===== config.mk =====
export PLATFORM = sky130hd
export DESIGN_NAME = dcache_interface
export DESIGN_NICKNAME = d
export VERILOG_FILES = /design/src/dcache_pkg.sv /design/src/lsu_pkg.sv /design/src/dcache_interface.sv /design/src/load_align.sv /design/src/dcache_req_ctrl.sv /design/src/mem_op_decoder.sv
export SDC_FILE = /design/constraint.sdc
export NUM_CORES = 1
export LEC_CHECK = 0
export BUFFER_PORTS_ARGS = -buffer_cell sky130_fd_sc_hd__buf_2
export CELL_PAD_IN_SITES_DETAIL_PLACEMENT = 2
export CELL_PAD_IN_SITES_GLOBAL_PLACEMENT = 2
export CORE_AREA = 2 2 276 278
export CTS_CLUSTER_DIAMETER = 120
export CTS_CLUSTER_SIZE = 10
export DETAILED_ROUTE_END_ITERATION = 12
export DIE_AREA = 0 0 278 280
export MAX_ROUTING_LAYER = met4
export PLACE_DENSITY = 0.7
export SYNTH_ARGS = -nofsm -noshare
export SYNTH_HDL_FRONTEND = slang
export SYNTH_SLANG_ARGS = --single-unit

===== constraint.sdc =====
create_clock -name clk_i -period 6.5 [get_ports clk_i]
set_input_delay 0.325 -clock clk_i [delete_from_list [all_inputs] [get_ports clk_i]]
set_output_delay 0.325 -clock clk_i [all_outputs]
set_load 0.01 [all_outputs]

===== src/dcache_pkg.sv =====
/* Cache-side definitions: index/tag split of the address, access size codes
   and the byte-enable mask type */
package dcache_pkg;

    localparam int DCACHE_ADDR_WIDTH  = 40;
    localparam int DCACHE_INDEX_WIDTH = 12;
    localparam int DCACHE_TAG_WIDTH   = DCACHE_ADDR_WIDTH - DCACHE_INDEX_WIDTH;

    typedef logic [DCACHE_INDEX_WIDTH-1:0] dc_index_t;
    typedef logic [DCACHE_TAG_WIDTH-1:0]   dc_tag_t;

    // ----------------------------------------------------------------------
    // Access size, log2 of the byte count
    // ----------------------------------------------------------------------
    typedef logic [1:0] size_t;

    localparam size_t SIZE_BYTE   = 2'd0;
    localparam size_t SIZE_HALF   = 2'd1;
    localparam size_t SIZE_WORD   = 2'd2;
    localparam size_t SIZE_DOUBLE = 2'd3;

    typedef logic [7:0] byte_en_t;   // One bit per byte of the doubleword

endpackage


===== src/lsu_pkg.sv =====
/* Core-side definitions for the load/store front end: data and address types,
   memory instruction encodings, operation classes and atomic opcodes */
package lsu_pkg;

    localparam int XLEN       = 64;
    localparam int ADDR_WIDTH = 40;

    typedef logic [XLEN-1:0]       xlen_t;   // rs1, rs2, immediate and result data
    typedef logic [ADDR_WIDTH-1:0] addr_t;   // Virtual address sent to the cache

    // ----------------------------------------------------------------------
    // Memory instructions issued by the core
    // ----------------------------------------------------------------------
    typedef enum logic [5:0] {
        LB, LH, LW, LD, LBU, LHU, LWU,
        SB, SH, SW, SD,
        AMO_LRW,   AMO_LRD,
        AMO_SCW,   AMO_SCD,
        AMO_SWAPW, AMO_SWAPD,
        AMO_ADDW,  AMO_ADDD,
        AMO_XORW,  AMO_XORD,
        AMO_ANDW,  AMO_ANDD,
        AMO_ORW,   AMO_ORD,
        AMO_MINW,  AMO_MIND,
        AMO_MAXW,  AMO_MAXD,
        AMO_MINUW, AMO_MINUD,
        AMO_MAXUW, AMO_MAXUD
    } instr_type_t;

    // Operation class, picks the cache port
    typedef enum logic [1:0] {
        OP_NOP,
        OP_LOAD,
        OP_STORE,
        OP_AMO
    } op_class_t;

    // Opcode sent on the atomic request port
    typedef enum logic [3:0] {
        AMO_NONE,
        AMO_LR,
        AMO_SC,
        AMO_SWAP,
        AMO_ADD,
        AMO_XOR,
        AMO_AND,
        AMO_OR,
        AMO_MIN,
        AMO_MAX,
        AMO_MINU,
        AMO_MAXU
    } amo_op_t;

endpackage

===== src/dcache_interface.sv =====
/* Load/store front end between the core and the L1 data cache; connects the
   instruction decoder, the request controller and the result aligner */
`timescale 1ns/1ns

module dcache_interface (
    input  logic                   clk_i,
    input  logic                   rstn_i,
    // Core request
    input  logic                   req_valid_i,
    input  lsu_pkg::instr_type_t   instr_type_i,
    input  lsu_pkg::xlen_t         rs1_i,
    input  lsu_pkg::xlen_t         imm_i,
    input  lsu_pkg::xlen_t         rs2_i,
    // Core response
    output logic                   resp_ready_o,
    output lsu_pkg::xlen_t         resp_data_o,
    output lsu_pkg::addr_t         resp_addr_o,
    output logic                   lock_o,
    // Load port
    output logic                   ld_req_valid_o,
    output dcache_pkg::dc_index_t  ld_req_index_o,
    output dcache_pkg::dc_tag_t    ld_req_tag_o,
    output dcache_pkg::byte_en_t   ld_req_be_o,
    output dcache_pkg::size_t      ld_req_size_o,
    input  logic                   ld_gnt_i,
    input  logic                   ld_resp_valid_i,
    input  lsu_pkg::xlen_t         ld_resp_data_i,
    // Store port
    output logic                   st_req_valid_o,
    output dcache_pkg::dc_index_t  st_req_index_o,
    output dcache_pkg::dc_tag_t    st_req_tag_o,
    output dcache_pkg::byte_en_t   st_req_be_o,
    output dcache_pkg::size_t      st_req_size_o,
    output lsu_pkg::xlen_t         st_req_wdata_o,
    input  logic                   st_gnt_i,
    // Atomic port
    output logic                   amo_req_valid_o,
    output lsu_pkg::amo_op_t       amo_req_op_o,
    output dcache_pkg::size_t      amo_req_size_o,
    output lsu_pkg::addr_t         amo_req_addr_o,
    output lsu_pkg::xlen_t         amo_req_operand_o,
    input  logic                   amo_ack_i,
    input  lsu_pkg::xlen_t         amo_resp_data_i
);

    import lsu_pkg::*;
    import dcache_pkg::*;

    op_class_t  dec_class;
    amo_op_t    dec_amo_op;
    size_t      dec_size;
    logic       dec_signed;

    logic       done_is_load;
    size_t      lat_size;
    logic       lat_signed;
    logic [2:0] lat_offset;

    mem_op_decoder u_decoder (
        .instr_type_i (instr_type_i),
        .op_class_o   (dec_class),
        .amo_op_o     (dec_amo_op),
        .size_o       (dec_size),
        .is_signed_o  (dec_signed)
    );

    dcache_req_ctrl u_req_ctrl (
        .clk_i             (clk_i),
        .rstn_i            (rstn_i),
        .req_valid_i       (req_valid_i),
        .rs1_i             (rs1_i),
        .imm_i             (imm_i),
        .rs2_i             (rs2_i),
        .op_class_i        (dec_class),
        .amo_op_i          (dec_amo_op),
        .size_i            (dec_size),
        .is_signed_i       (dec_signed),
        .ld_gnt_i          (ld_gnt_i),
        .ld_resp_valid_i   (ld_resp_valid_i),
        .st_gnt_i          (st_gnt_i),
        .amo_ack_i         (amo_ack_i),
        .ld_req_valid_o    (ld_req_valid_o),
        .ld_req_index_o    (ld_req_index_o),
        .ld_req_tag_o      (ld_req_tag_o),
        .ld_req_be_o       (ld_req_be_o),
        .ld_req_size_o     (ld_req_size_o),
        .st_req_valid_o    (st_req_valid_o),
        .st_req_index_o    (st_req_index_o),
        .st_req_tag_o      (st_req_tag_o),
        .st_req_be_o       (st_req_be_o),
        .st_req_size_o     (st_req_size_o),
        .st_req_wdata_o    (st_req_wdata_o),
        .amo_req_valid_o   (amo_req_valid_o),
        .amo_req_op_o      (amo_req_op_o),
        .amo_req_size_o    (amo_req_size_o),
        .amo_req_addr_o    (amo_req_addr_o),
        .amo_req_operand_o (amo_req_operand_o),
        .done_o            (resp_ready_o),   // Completion strobe to the core
        .done_is_load_o    (done_is_load),
        .lat_size_o        (lat_size),
        .lat_signed_o      (lat_signed),
        .lat_offset_o      (lat_offset),
        .resp_addr_o       (resp_addr_o),
        .lock_o            (lock_o)
    );

    // A store completes on its grant
    load_align u_align (
        .done_is_load_i (done_is_load),
        .st_done_i      (st_gnt_i),
        .offset_i       (lat_offset),
        .size_i         (lat_size),
        .is_signed_i    (lat_signed),
        .ld_data_i      (ld_resp_data_i),
        .amo_data_i     (amo_resp_data_i),
        .data_o         (resp_data_o)
    );

endmodule


===== src/load_align.sv =====
/* Result formatting: moves load data down to byte zero and extends load or
   atomic data by access size and signedness */
`timescale 1ns/1ns

module load_align (
    input  logic              done_is_load_i,
    input  logic              st_done_i,
    input  logic [2:0]        offset_i,
    input  dcache_pkg::size_t size_i,
    input  logic              is_signed_i,
    input  lsu_pkg::xlen_t    ld_data_i,
    input  lsu_pkg::xlen_t    amo_data_i,
    output lsu_pkg::xlen_t    data_o
);

    import lsu_pkg::*;
    import dcache_pkg::*;

    xlen_t sel_data;
    xlen_t ext_data;

    // Atomic data already sits at byte zero
    assign sel_data = done_is_load_i ? (ld_data_i >> {offset_i, 3'b000}) : amo_data_i;

    always_comb begin
        case (size_i)
            SIZE_BYTE: begin
                ext_data = is_signed_i ? {{56{sel_data[7]}}, sel_data[7:0]}
                                       : {56'b0, sel_data[7:0]};
            end
            SIZE_HALF: begin
                ext_data = is_signed_i ? {{48{sel_data[15]}}, sel_data[15:0]}
                                       : {48'b0, sel_data[15:0]};
            end
            SIZE_WORD: begin
                ext_data = is_signed_i ? {{32{sel_data[31]}}, sel_data[31:0]}
                                       : {32'b0, sel_data[31:0]};
            end
            default: ext_data = sel_data;   // Doubleword passes whole
        endcase
    end

    assign data_o = st_done_i ? '0 : ext_data;   // Stores return no data

endmodule


===== src/dcache_req_ctrl.sv =====
/* Request controller: latches one memory operation on the core strobe, issues it
   on the load, store or atomic port and holds it until the cache completes it */
`timescale 1ns/1ns

module dcache_req_ctrl (
    input  logic                   clk_i,
    input  logic                   rstn_i,
    // Core request and decoded fields
    input  logic                   req_valid_i,
    input  lsu_pkg::xlen_t         rs1_i,
    input  lsu_pkg::xlen_t         imm_i,
    input  lsu_pkg::xlen_t         rs2_i,
    input  lsu_pkg::op_class_t     op_class_i,
    input  lsu_pkg::amo_op_t       amo_op_i,
    input  dcache_pkg::size_t      size_i,
    input  logic                   is_signed_i,
    // Cache events
    input  logic                   ld_gnt_i,
    input  logic                   ld_resp_valid_i,
    input  logic                   st_gnt_i,
    input  logic                   amo_ack_i,
    // Load request
    output logic                   ld_req_valid_o,
    output dcache_pkg::dc_index_t  ld_req_index_o,
    output dcache_pkg::dc_tag_t    ld_req_tag_o,
    output dcache_pkg::byte_en_t   ld_req_be_o,
    output dcache_pkg::size_t      ld_req_size_o,
    // Store request
    output logic                   st_req_valid_o,
    output dcache_pkg::dc_index_t  st_req_index_o,
    output dcache_pkg::dc_tag_t    st_req_tag_o,
    output dcache_pkg::byte_en_t   st_req_be_o,
    output dcache_pkg::size_t      st_req_size_o,
    output lsu_pkg::xlen_t         st_req_wdata_o,
    // Atomic request
    output logic                   amo_req_valid_o,
    output lsu_pkg::amo_op_t       amo_req_op_o,
    output dcache_pkg::size_t      amo_req_size_o,
    output lsu_pkg::addr_t         amo_req_addr_o,
    output lsu_pkg::xlen_t         amo_req_operand_o,
    // To the aligner
    output logic                   done_o,
    output logic                   done_is_load_o,
    output dcache_pkg::size_t      lat_size_o,
    output logic                   lat_signed_o,
    output logic [2:0]             lat_offset_o,
    // To the core
    output lsu_pkg::addr_t         resp_addr_o,
    output logic                   lock_o
);

    import lsu_pkg::*;
    import dcache_pkg::*;

    typedef enum logic [2:0] {
        IDLE,
        LD_REQ,
        LD_WAIT,
        ST_REQ,
        AMO_REQ
    } state_t;

    state_t   state_q, state_d;
    logic     accept;
    xlen_t    addr_sum;
    addr_t    eff_addr;

    // Latched operation
    addr_t    lat_addr;
    xlen_t    lat_operand;
    amo_op_t  lat_amo_op;
    size_t    lat_size;
    logic     lat_signed;

    dc_index_t req_index;
    dc_tag_t   req_tag;
    byte_en_t  size_mask;
    byte_en_t  req_be;

    // ----------------------------------------------------------------------
    // Effective address and operation latch
    // ----------------------------------------------------------------------
    assign addr_sum = rs1_i + imm_i;
    assign eff_addr = (op_class_i == OP_AMO) ? rs1_i[ADDR_WIDTH-1:0]   // No offset for atomics
                                             : addr_sum[ADDR_WIDTH-1:0];

    // Core may strobe in idle or in the completion cycle
    assign accept = req_valid_i && !lock_o;

    always_ff @(posedge clk_i) begin
        if (accept) begin
            lat_addr    <= eff_addr;
            lat_operand <= rs2_i;
            lat_amo_op  <= amo_op_i;
            lat_size    <= size_i;
            lat_signed  <= is_signed_i;
        end
    end

    // ----------------------------------------------------------------------
    // FSM
    // ----------------------------------------------------------------------
    assign done_o = (state_q == LD_WAIT && ld_resp_valid_i) ||
                    (state_q == ST_REQ  && st_gnt_i)        ||
                    (state_q == AMO_REQ && amo_ack_i);

    always_comb begin
        state_d = state_q;
        if (state_q == LD_REQ && ld_gnt_i) begin
            state_d = LD_WAIT;   // Data follows later
        end
        if (done_o) begin
            state_d = IDLE;
        end
        if (accept) begin
            case (op_class_i)
                OP_LOAD:  state_d = LD_REQ;
                OP_STORE: state_d = ST_REQ;
                OP_AMO:   state_d = AMO_REQ;
                default:  state_d = IDLE;
            endcase
        end
    end

    always_ff @(posedge clk_i or negedge rstn_i) begin
        if (!rstn_i) begin
            state_q <= IDLE;
        end else begin
            state_q <= state_d;
        end
    end

    assign lock_o         = (state_q != IDLE) && !done_o;
    assign done_is_load_o = (state_q == LD_WAIT);

    // ----------------------------------------------------------------------
    // Request fields from the latched operation
    // ----------------------------------------------------------------------
    assign req_index = lat_addr[DCACHE_INDEX_WIDTH-1:0];
    assign req_tag   = lat_addr[ADDR_WIDTH-1:DCACHE_INDEX_WIDTH];

    always_comb begin
        case (lat_size)
            SIZE_BYTE: size_mask = 8'h01;
            SIZE_HALF: size_mask = 8'h03;
            SIZE_WORD: size_mask = 8'h0f;
            default:   size_mask = 8'hff;
        endcase
    end

    assign req_be = size_mask << lat_addr[2:0];

    assign ld_req_valid_o = (state_q == LD_REQ);
    assign ld_req_index_o = req_index;
    assign ld_req_tag_o   = req_tag;
    assign ld_req_be_o    = req_be;
    assign ld_req_size_o  = lat_size;

    assign st_req_valid_o = (state_q == ST_REQ);
    assign st_req_index_o = req_index;
    assign st_req_tag_o   = req_tag;
    assign st_req_be_o    = req_be;
    assign st_req_size_o  = lat_size;
    assign st_req_wdata_o = lat_operand << {lat_addr[2:0], 3'b000};   // Move to byte lane

    assign amo_req_valid_o   = (state_q == AMO_REQ);
    assign amo_req_op_o      = lat_amo_op;
    assign amo_req_size_o    = lat_size;
    assign amo_req_addr_o    = lat_addr;
    assign amo_req_operand_o = lat_operand;

    assign lat_size_o   = lat_size;
    assign lat_signed_o = lat_signed;
    assign lat_offset_o = lat_addr[2:0];
    assign resp_addr_o  = lat_addr;

endmodule


===== src/mem_op_decoder.sv =====
/* Combinational decode of the core's memory instruction into operation class,
   atomic opcode, access size and signedness */
`timescale 1ns/1ns

module mem_op_decoder (
    input  lsu_pkg::instr_type_t instr_type_i,
    output lsu_pkg::op_class_t   op_class_o,
    output lsu_pkg::amo_op_t     amo_op_o,
    output dcache_pkg::size_t    size_o,
    output logic                 is_signed_o
);

    import lsu_pkg::*;
    import dcache_pkg::*;

    logic amo_dword;   // D form of an atomic

    assign amo_dword = instr_type_i inside {AMO_LRD, AMO_SCD, AMO_SWAPD, AMO_ADDD,
                                            AMO_XORD, AMO_ANDD, AMO_ORD, AMO_MIND,
                                            AMO_MAXD, AMO_MINUD, AMO_MAXUD};

    always_comb begin
        op_class_o  = OP_NOP;   // Unknown codes fall through as NOP
        amo_op_o    = AMO_NONE;
        size_o      = SIZE_BYTE;
        is_signed_o = 1'b0;
        case (instr_type_i)
            // Loads
            LB:  begin op_class_o = OP_LOAD; size_o = SIZE_BYTE;   is_signed_o = 1'b1; end
            LH:  begin op_class_o = OP_LOAD; size_o = SIZE_HALF;   is_signed_o = 1'b1; end
            LW:  begin op_class_o = OP_LOAD; size_o = SIZE_WORD;   is_signed_o = 1'b1; end
            LD:  begin op_class_o = OP_LOAD; size_o = SIZE_DOUBLE; end
            LBU: begin op_class_o = OP_LOAD; size_o = SIZE_BYTE;   end
            LHU: begin op_class_o = OP_LOAD; size_o = SIZE_HALF;   end
            LWU: begin op_class_o = OP_LOAD; size_o = SIZE_WORD;   end
            // Stores
            SB:  begin op_class_o = OP_STORE; size_o = SIZE_BYTE;   end
            SH:  begin op_class_o = OP_STORE; size_o = SIZE_HALF;   end
            SW:  begin op_class_o = OP_STORE; size_o = SIZE_WORD;   end
            SD:  begin op_class_o = OP_STORE; size_o = SIZE_DOUBLE; end
            // Atomics, W and D forms share the opcode
            AMO_LRW,   AMO_LRD:   amo_op_o = AMO_LR;
            AMO_SCW,   AMO_SCD:   amo_op_o = AMO_SC;
            AMO_SWAPW, AMO_SWAPD: amo_op_o = AMO_SWAP;
            AMO_ADDW,  AMO_ADDD:  amo_op_o = AMO_ADD;
            AMO_XORW,  AMO_XORD:  amo_op_o = AMO_XOR;
            AMO_ANDW,  AMO_ANDD:  amo_op_o = AMO_AND;
            AMO_ORW,   AMO_ORD:   amo_op_o = AMO_OR;
            AMO_MINW,  AMO_MIND:  amo_op_o = AMO_MIN;
            AMO_MAXW,  AMO_MAXD:  amo_op_o = AMO_MAX;
            AMO_MINUW, AMO_MINUD: amo_op_o = AMO_MINU;
            AMO_MAXUW, AMO_MAXUD: amo_op_o = AMO_MAXU;
            default: ;
        endcase

        if (amo_op_o != AMO_NONE) begin
            op_class_o  = OP_AMO;
            size_o      = amo_dword ? SIZE_DOUBLE : SIZE_WORD;
            is_signed_o = 1'b1;   // W results sign-extend from bit 31
        end
    end

endmodule


==> out/metrics.cfg <==
[die]
ios=716
die-width_um=278
dieArea_um2=77800
core_um2=75200
die_h_um=280
initial_core_util_pct=15.4
rows=101

[sta]
slew_headroom_pct=22.5
setup_viol=0
min_period_ps=4880
fin_skew_ps=12.2
setup_ws_ps=1620
final.setup.tns_ps=0
slew_violations=0
whs_ps=62.9
tightest_slew_ps=1160
fin_crit_sh_pct=75.0
fmax_ghz=0.205
hold_violations=0
rsz0062_at_grt=no

[synthesis]
yosys.area.top_type=edfxtp_1
synth-seq-cells=114
synth_cell_types=75
syn_inst=1357
synth_area_um2=11600
synth-edff-count=111
avgSynthCellArea_um2=8.54
yosys-top-cells-area=edfxtp_1 29%, buf_4 8.7%, mux2i_1 7.0%
async_flop_share_pct=2.63
yosysWarnings=0
synth_nets=1733
yosysTopAreaCellShare_pct=28.8
yosysSeqAreaShare_pct=29.4
ys.flop_type=edfxtp_1

[worst_setup_path]
endpoint_kind=output pin
critical_path_class=register to output pin
required_ps=6170
cp-start-kind=register
cp_max_fo=39
critical_path_arrival_ps=4550

[cts]
cts_root_buf=clkbuf_16
cts_buffers=17
clk_pin_slew_ps=70
cts_tree=done
post_cts_resized=0
clock_latency_ps=480
h-tree-depth=4
cts.sinks=114
clk_path_buf_depth=2

[place]
placed_cells=2792
io_buffers=667
gp_congestion=0.921
dp_hpwl_mm=55.4
pre_cts_slack_ps=2120

[routing]
wl_per_cell_um=24.3
drc_errors=0
viasPerCell=4.51
routed_wl_mm=70.5
drt_iter0_markers=595
ant_nets=0
vias=13100
drt_pre_antenna_iters=4

[hold_path]
worst_hold_path_type=primary input to register

[power]
switching_share_pct=50.8
p_int_uw=3000
switchingPower_uw=3100
peakVddDrop_v=0.000134
p_per_area_nw_per_um2=377
power_uw=6100
p_leak_uw=0.00728
clkPwrFrac_pct=16.5
p_comb_share_pct=60.1
p_seq_share_pct=23.4

[grt]
grt_pass1_wl_mm=101
antenna_found_initial=17
grt_pass1_vias=14100
grt_overflow_total=0
grt_usage_pct=18.1
grt_start_max_net_pins=91

[finish]
layout-drive-gt1-share_pct=41.8
layout_common_cells=667 x buf_2, 170 x nand2_1, 111 x edfxtp_1, 107 x a21oi_1, 99 x nor2_1
fill_cells=8828
seqCellArea_um2=3410
syn_to_final_growth_pct=39.7
num-nets-final=2273
fin_cells=2902
layout_commonest_cell=buf_2
multi_input_area_um2=6720

[run_status]
status=finished, final reports clean

[job]
drv_cap=0

## worst max-delay path, cell delays in order (launching register included)
cell and delay (ps):
edfxtp_1 750, inv_1 260, buf_4 460, mux2i_1 300, nand2_1 140, a21oi_1 70, a21oi_1 440, o21ai_0 210
a22oi_1 200, or2_1 910, nor2_1 140, buf_2 190
## repair_timing
action,in CTS,in global routing
buffers inserted,0,0
hold endpoints to repair,66,0
hold buffers,64,0
## state kept, by name, indices dropped and copies added, names as in the netlist
| signal | count |
|---|---|
| u_req_ctrl.amo_req_addr_o | 40 |
| u_req_ctrl.amo_req_op_o | 4 |
| u_req_ctrl.amo_req_operand_o | 64 |
| u_req_ctrl.amo_req_size_o | 2 |
| u_req_ctrl.lat_signed_o | 1 |
| u_req_ctrl.state_q | 3 |
## kinds of logic after synthesis
group / synth area share [%]
AOI/OAI and AO/OA: 22.4
xor gates and xnor gates: 2.50
adders and majority gates: 4.71
buffers and inverters: 12.7
DFF: 29.4
muxes: 13.5
and+or+nand+nor: 14.7
## layout make-up
cell class	instances	share of cell area, %
flip-flops and latches	114	21.1
clock inverters	14	0.858
inverters	23	0.533
clock buffers	18	2.65
multi-input cells	990	41.5
diodes	14	0.216
well taps	978	7.56
repair buffers	751	25.6
## power groups by stage
stage	clock (µW)	sequential [µW]	combinational [µW]
3_3_place_gp	0	1420	3580
6_report	1000	1430	3670
3_5_place_dp	0	1430	3650
2_1_floorplan	0	1400	2230
4_1_cts	1060	1430	3700
5_1_grt	1070	1460	3940
## path summary, 6_finish.rpt
kind / startpoint / to / slack (ps) / cells after the start
worst max-delay path: u_req_ctrl.amo_req_addr_o[1] / resp_data_o[37] / 1620 / 11
worst min-delay path: rs2_i[60] / u_req_ctrl.amo_req_operand_o[60] / 60 / 1
worst max register to register: u_req_ctrl.state_q[2] / u_req_ctrl.amo_req_addr_o[9] / 3690 / 6
worst min register to register: u_req_ctrl.state_q[0] / u_req_ctrl.state_q[0] / 680 / 2
max in group asynchronous: rstn_i / u_req_ctrl.state_q[0] / 6210 / 2
min in group asynchronous: rstn_i / u_req_ctrl.state_q[1] / 180 / 2
## cells in the mapped netlist, types with 3 or more instances
cell / count
o21ai_0: 98
a21o_1: 24
dfrtp_1: 3
a211oi_1: 6
o221ai_1: 9
o21bai_1: 3
xor2_1: 19
buf_4: 134
a32oi_1: 8
o21ai_1: 10
buf_1: 11
and2_1: 32
a21oi_1: 107
nor2_1: 99
o22ai_1: 20
ha_1: 42
edfxtp_1: 111
a221oi_1: 26
xnor2_1: 14
clkbuf_1: 68
nor3_1: 18
or2_2: 4
o31ai_1: 7
buf_2: 17
o211ai_1: 26
nand2b_1: 8
and3_1: 7
mux4_2: 16
a31oi_1: 16
o21a_1: 3
nor3b_1: 3
mux2_2: 35
a21oi_2: 3
nand2_1: 170
mux2i_1: 81
nor2b_1: 14
nand3_1: 7
a311oi_1: 10
inv_1: 22
## per-layer routing
| layer | vias up | wire length, µm | global-route usage, % |
|---|---|---|---|
| met4 | 0 | 1630 | 5.35 |
| li1 | 5944 | - | - |
| met5 | - | 0 | - |
| met3 | 68 | 3540 | 3.46 |
| met1 | 6566 | 28200 | 19.8 |
| met2 | 521 | 37000 | 33.2 |
## per-stage QoR
| step | utilization, % | cell area, µm² |
|---|---|---|
| final | 21.5 | 16200 |
| after global routing | 21.5 | 16200 |
| after CTS | 21.5 | 16200 |
| after detailed placement | 19.9 | 14900 |
| after global placement | 19.9 | 14900 |
| after floorplan | - | 11600 |
(Power assumes the default switching activity.)
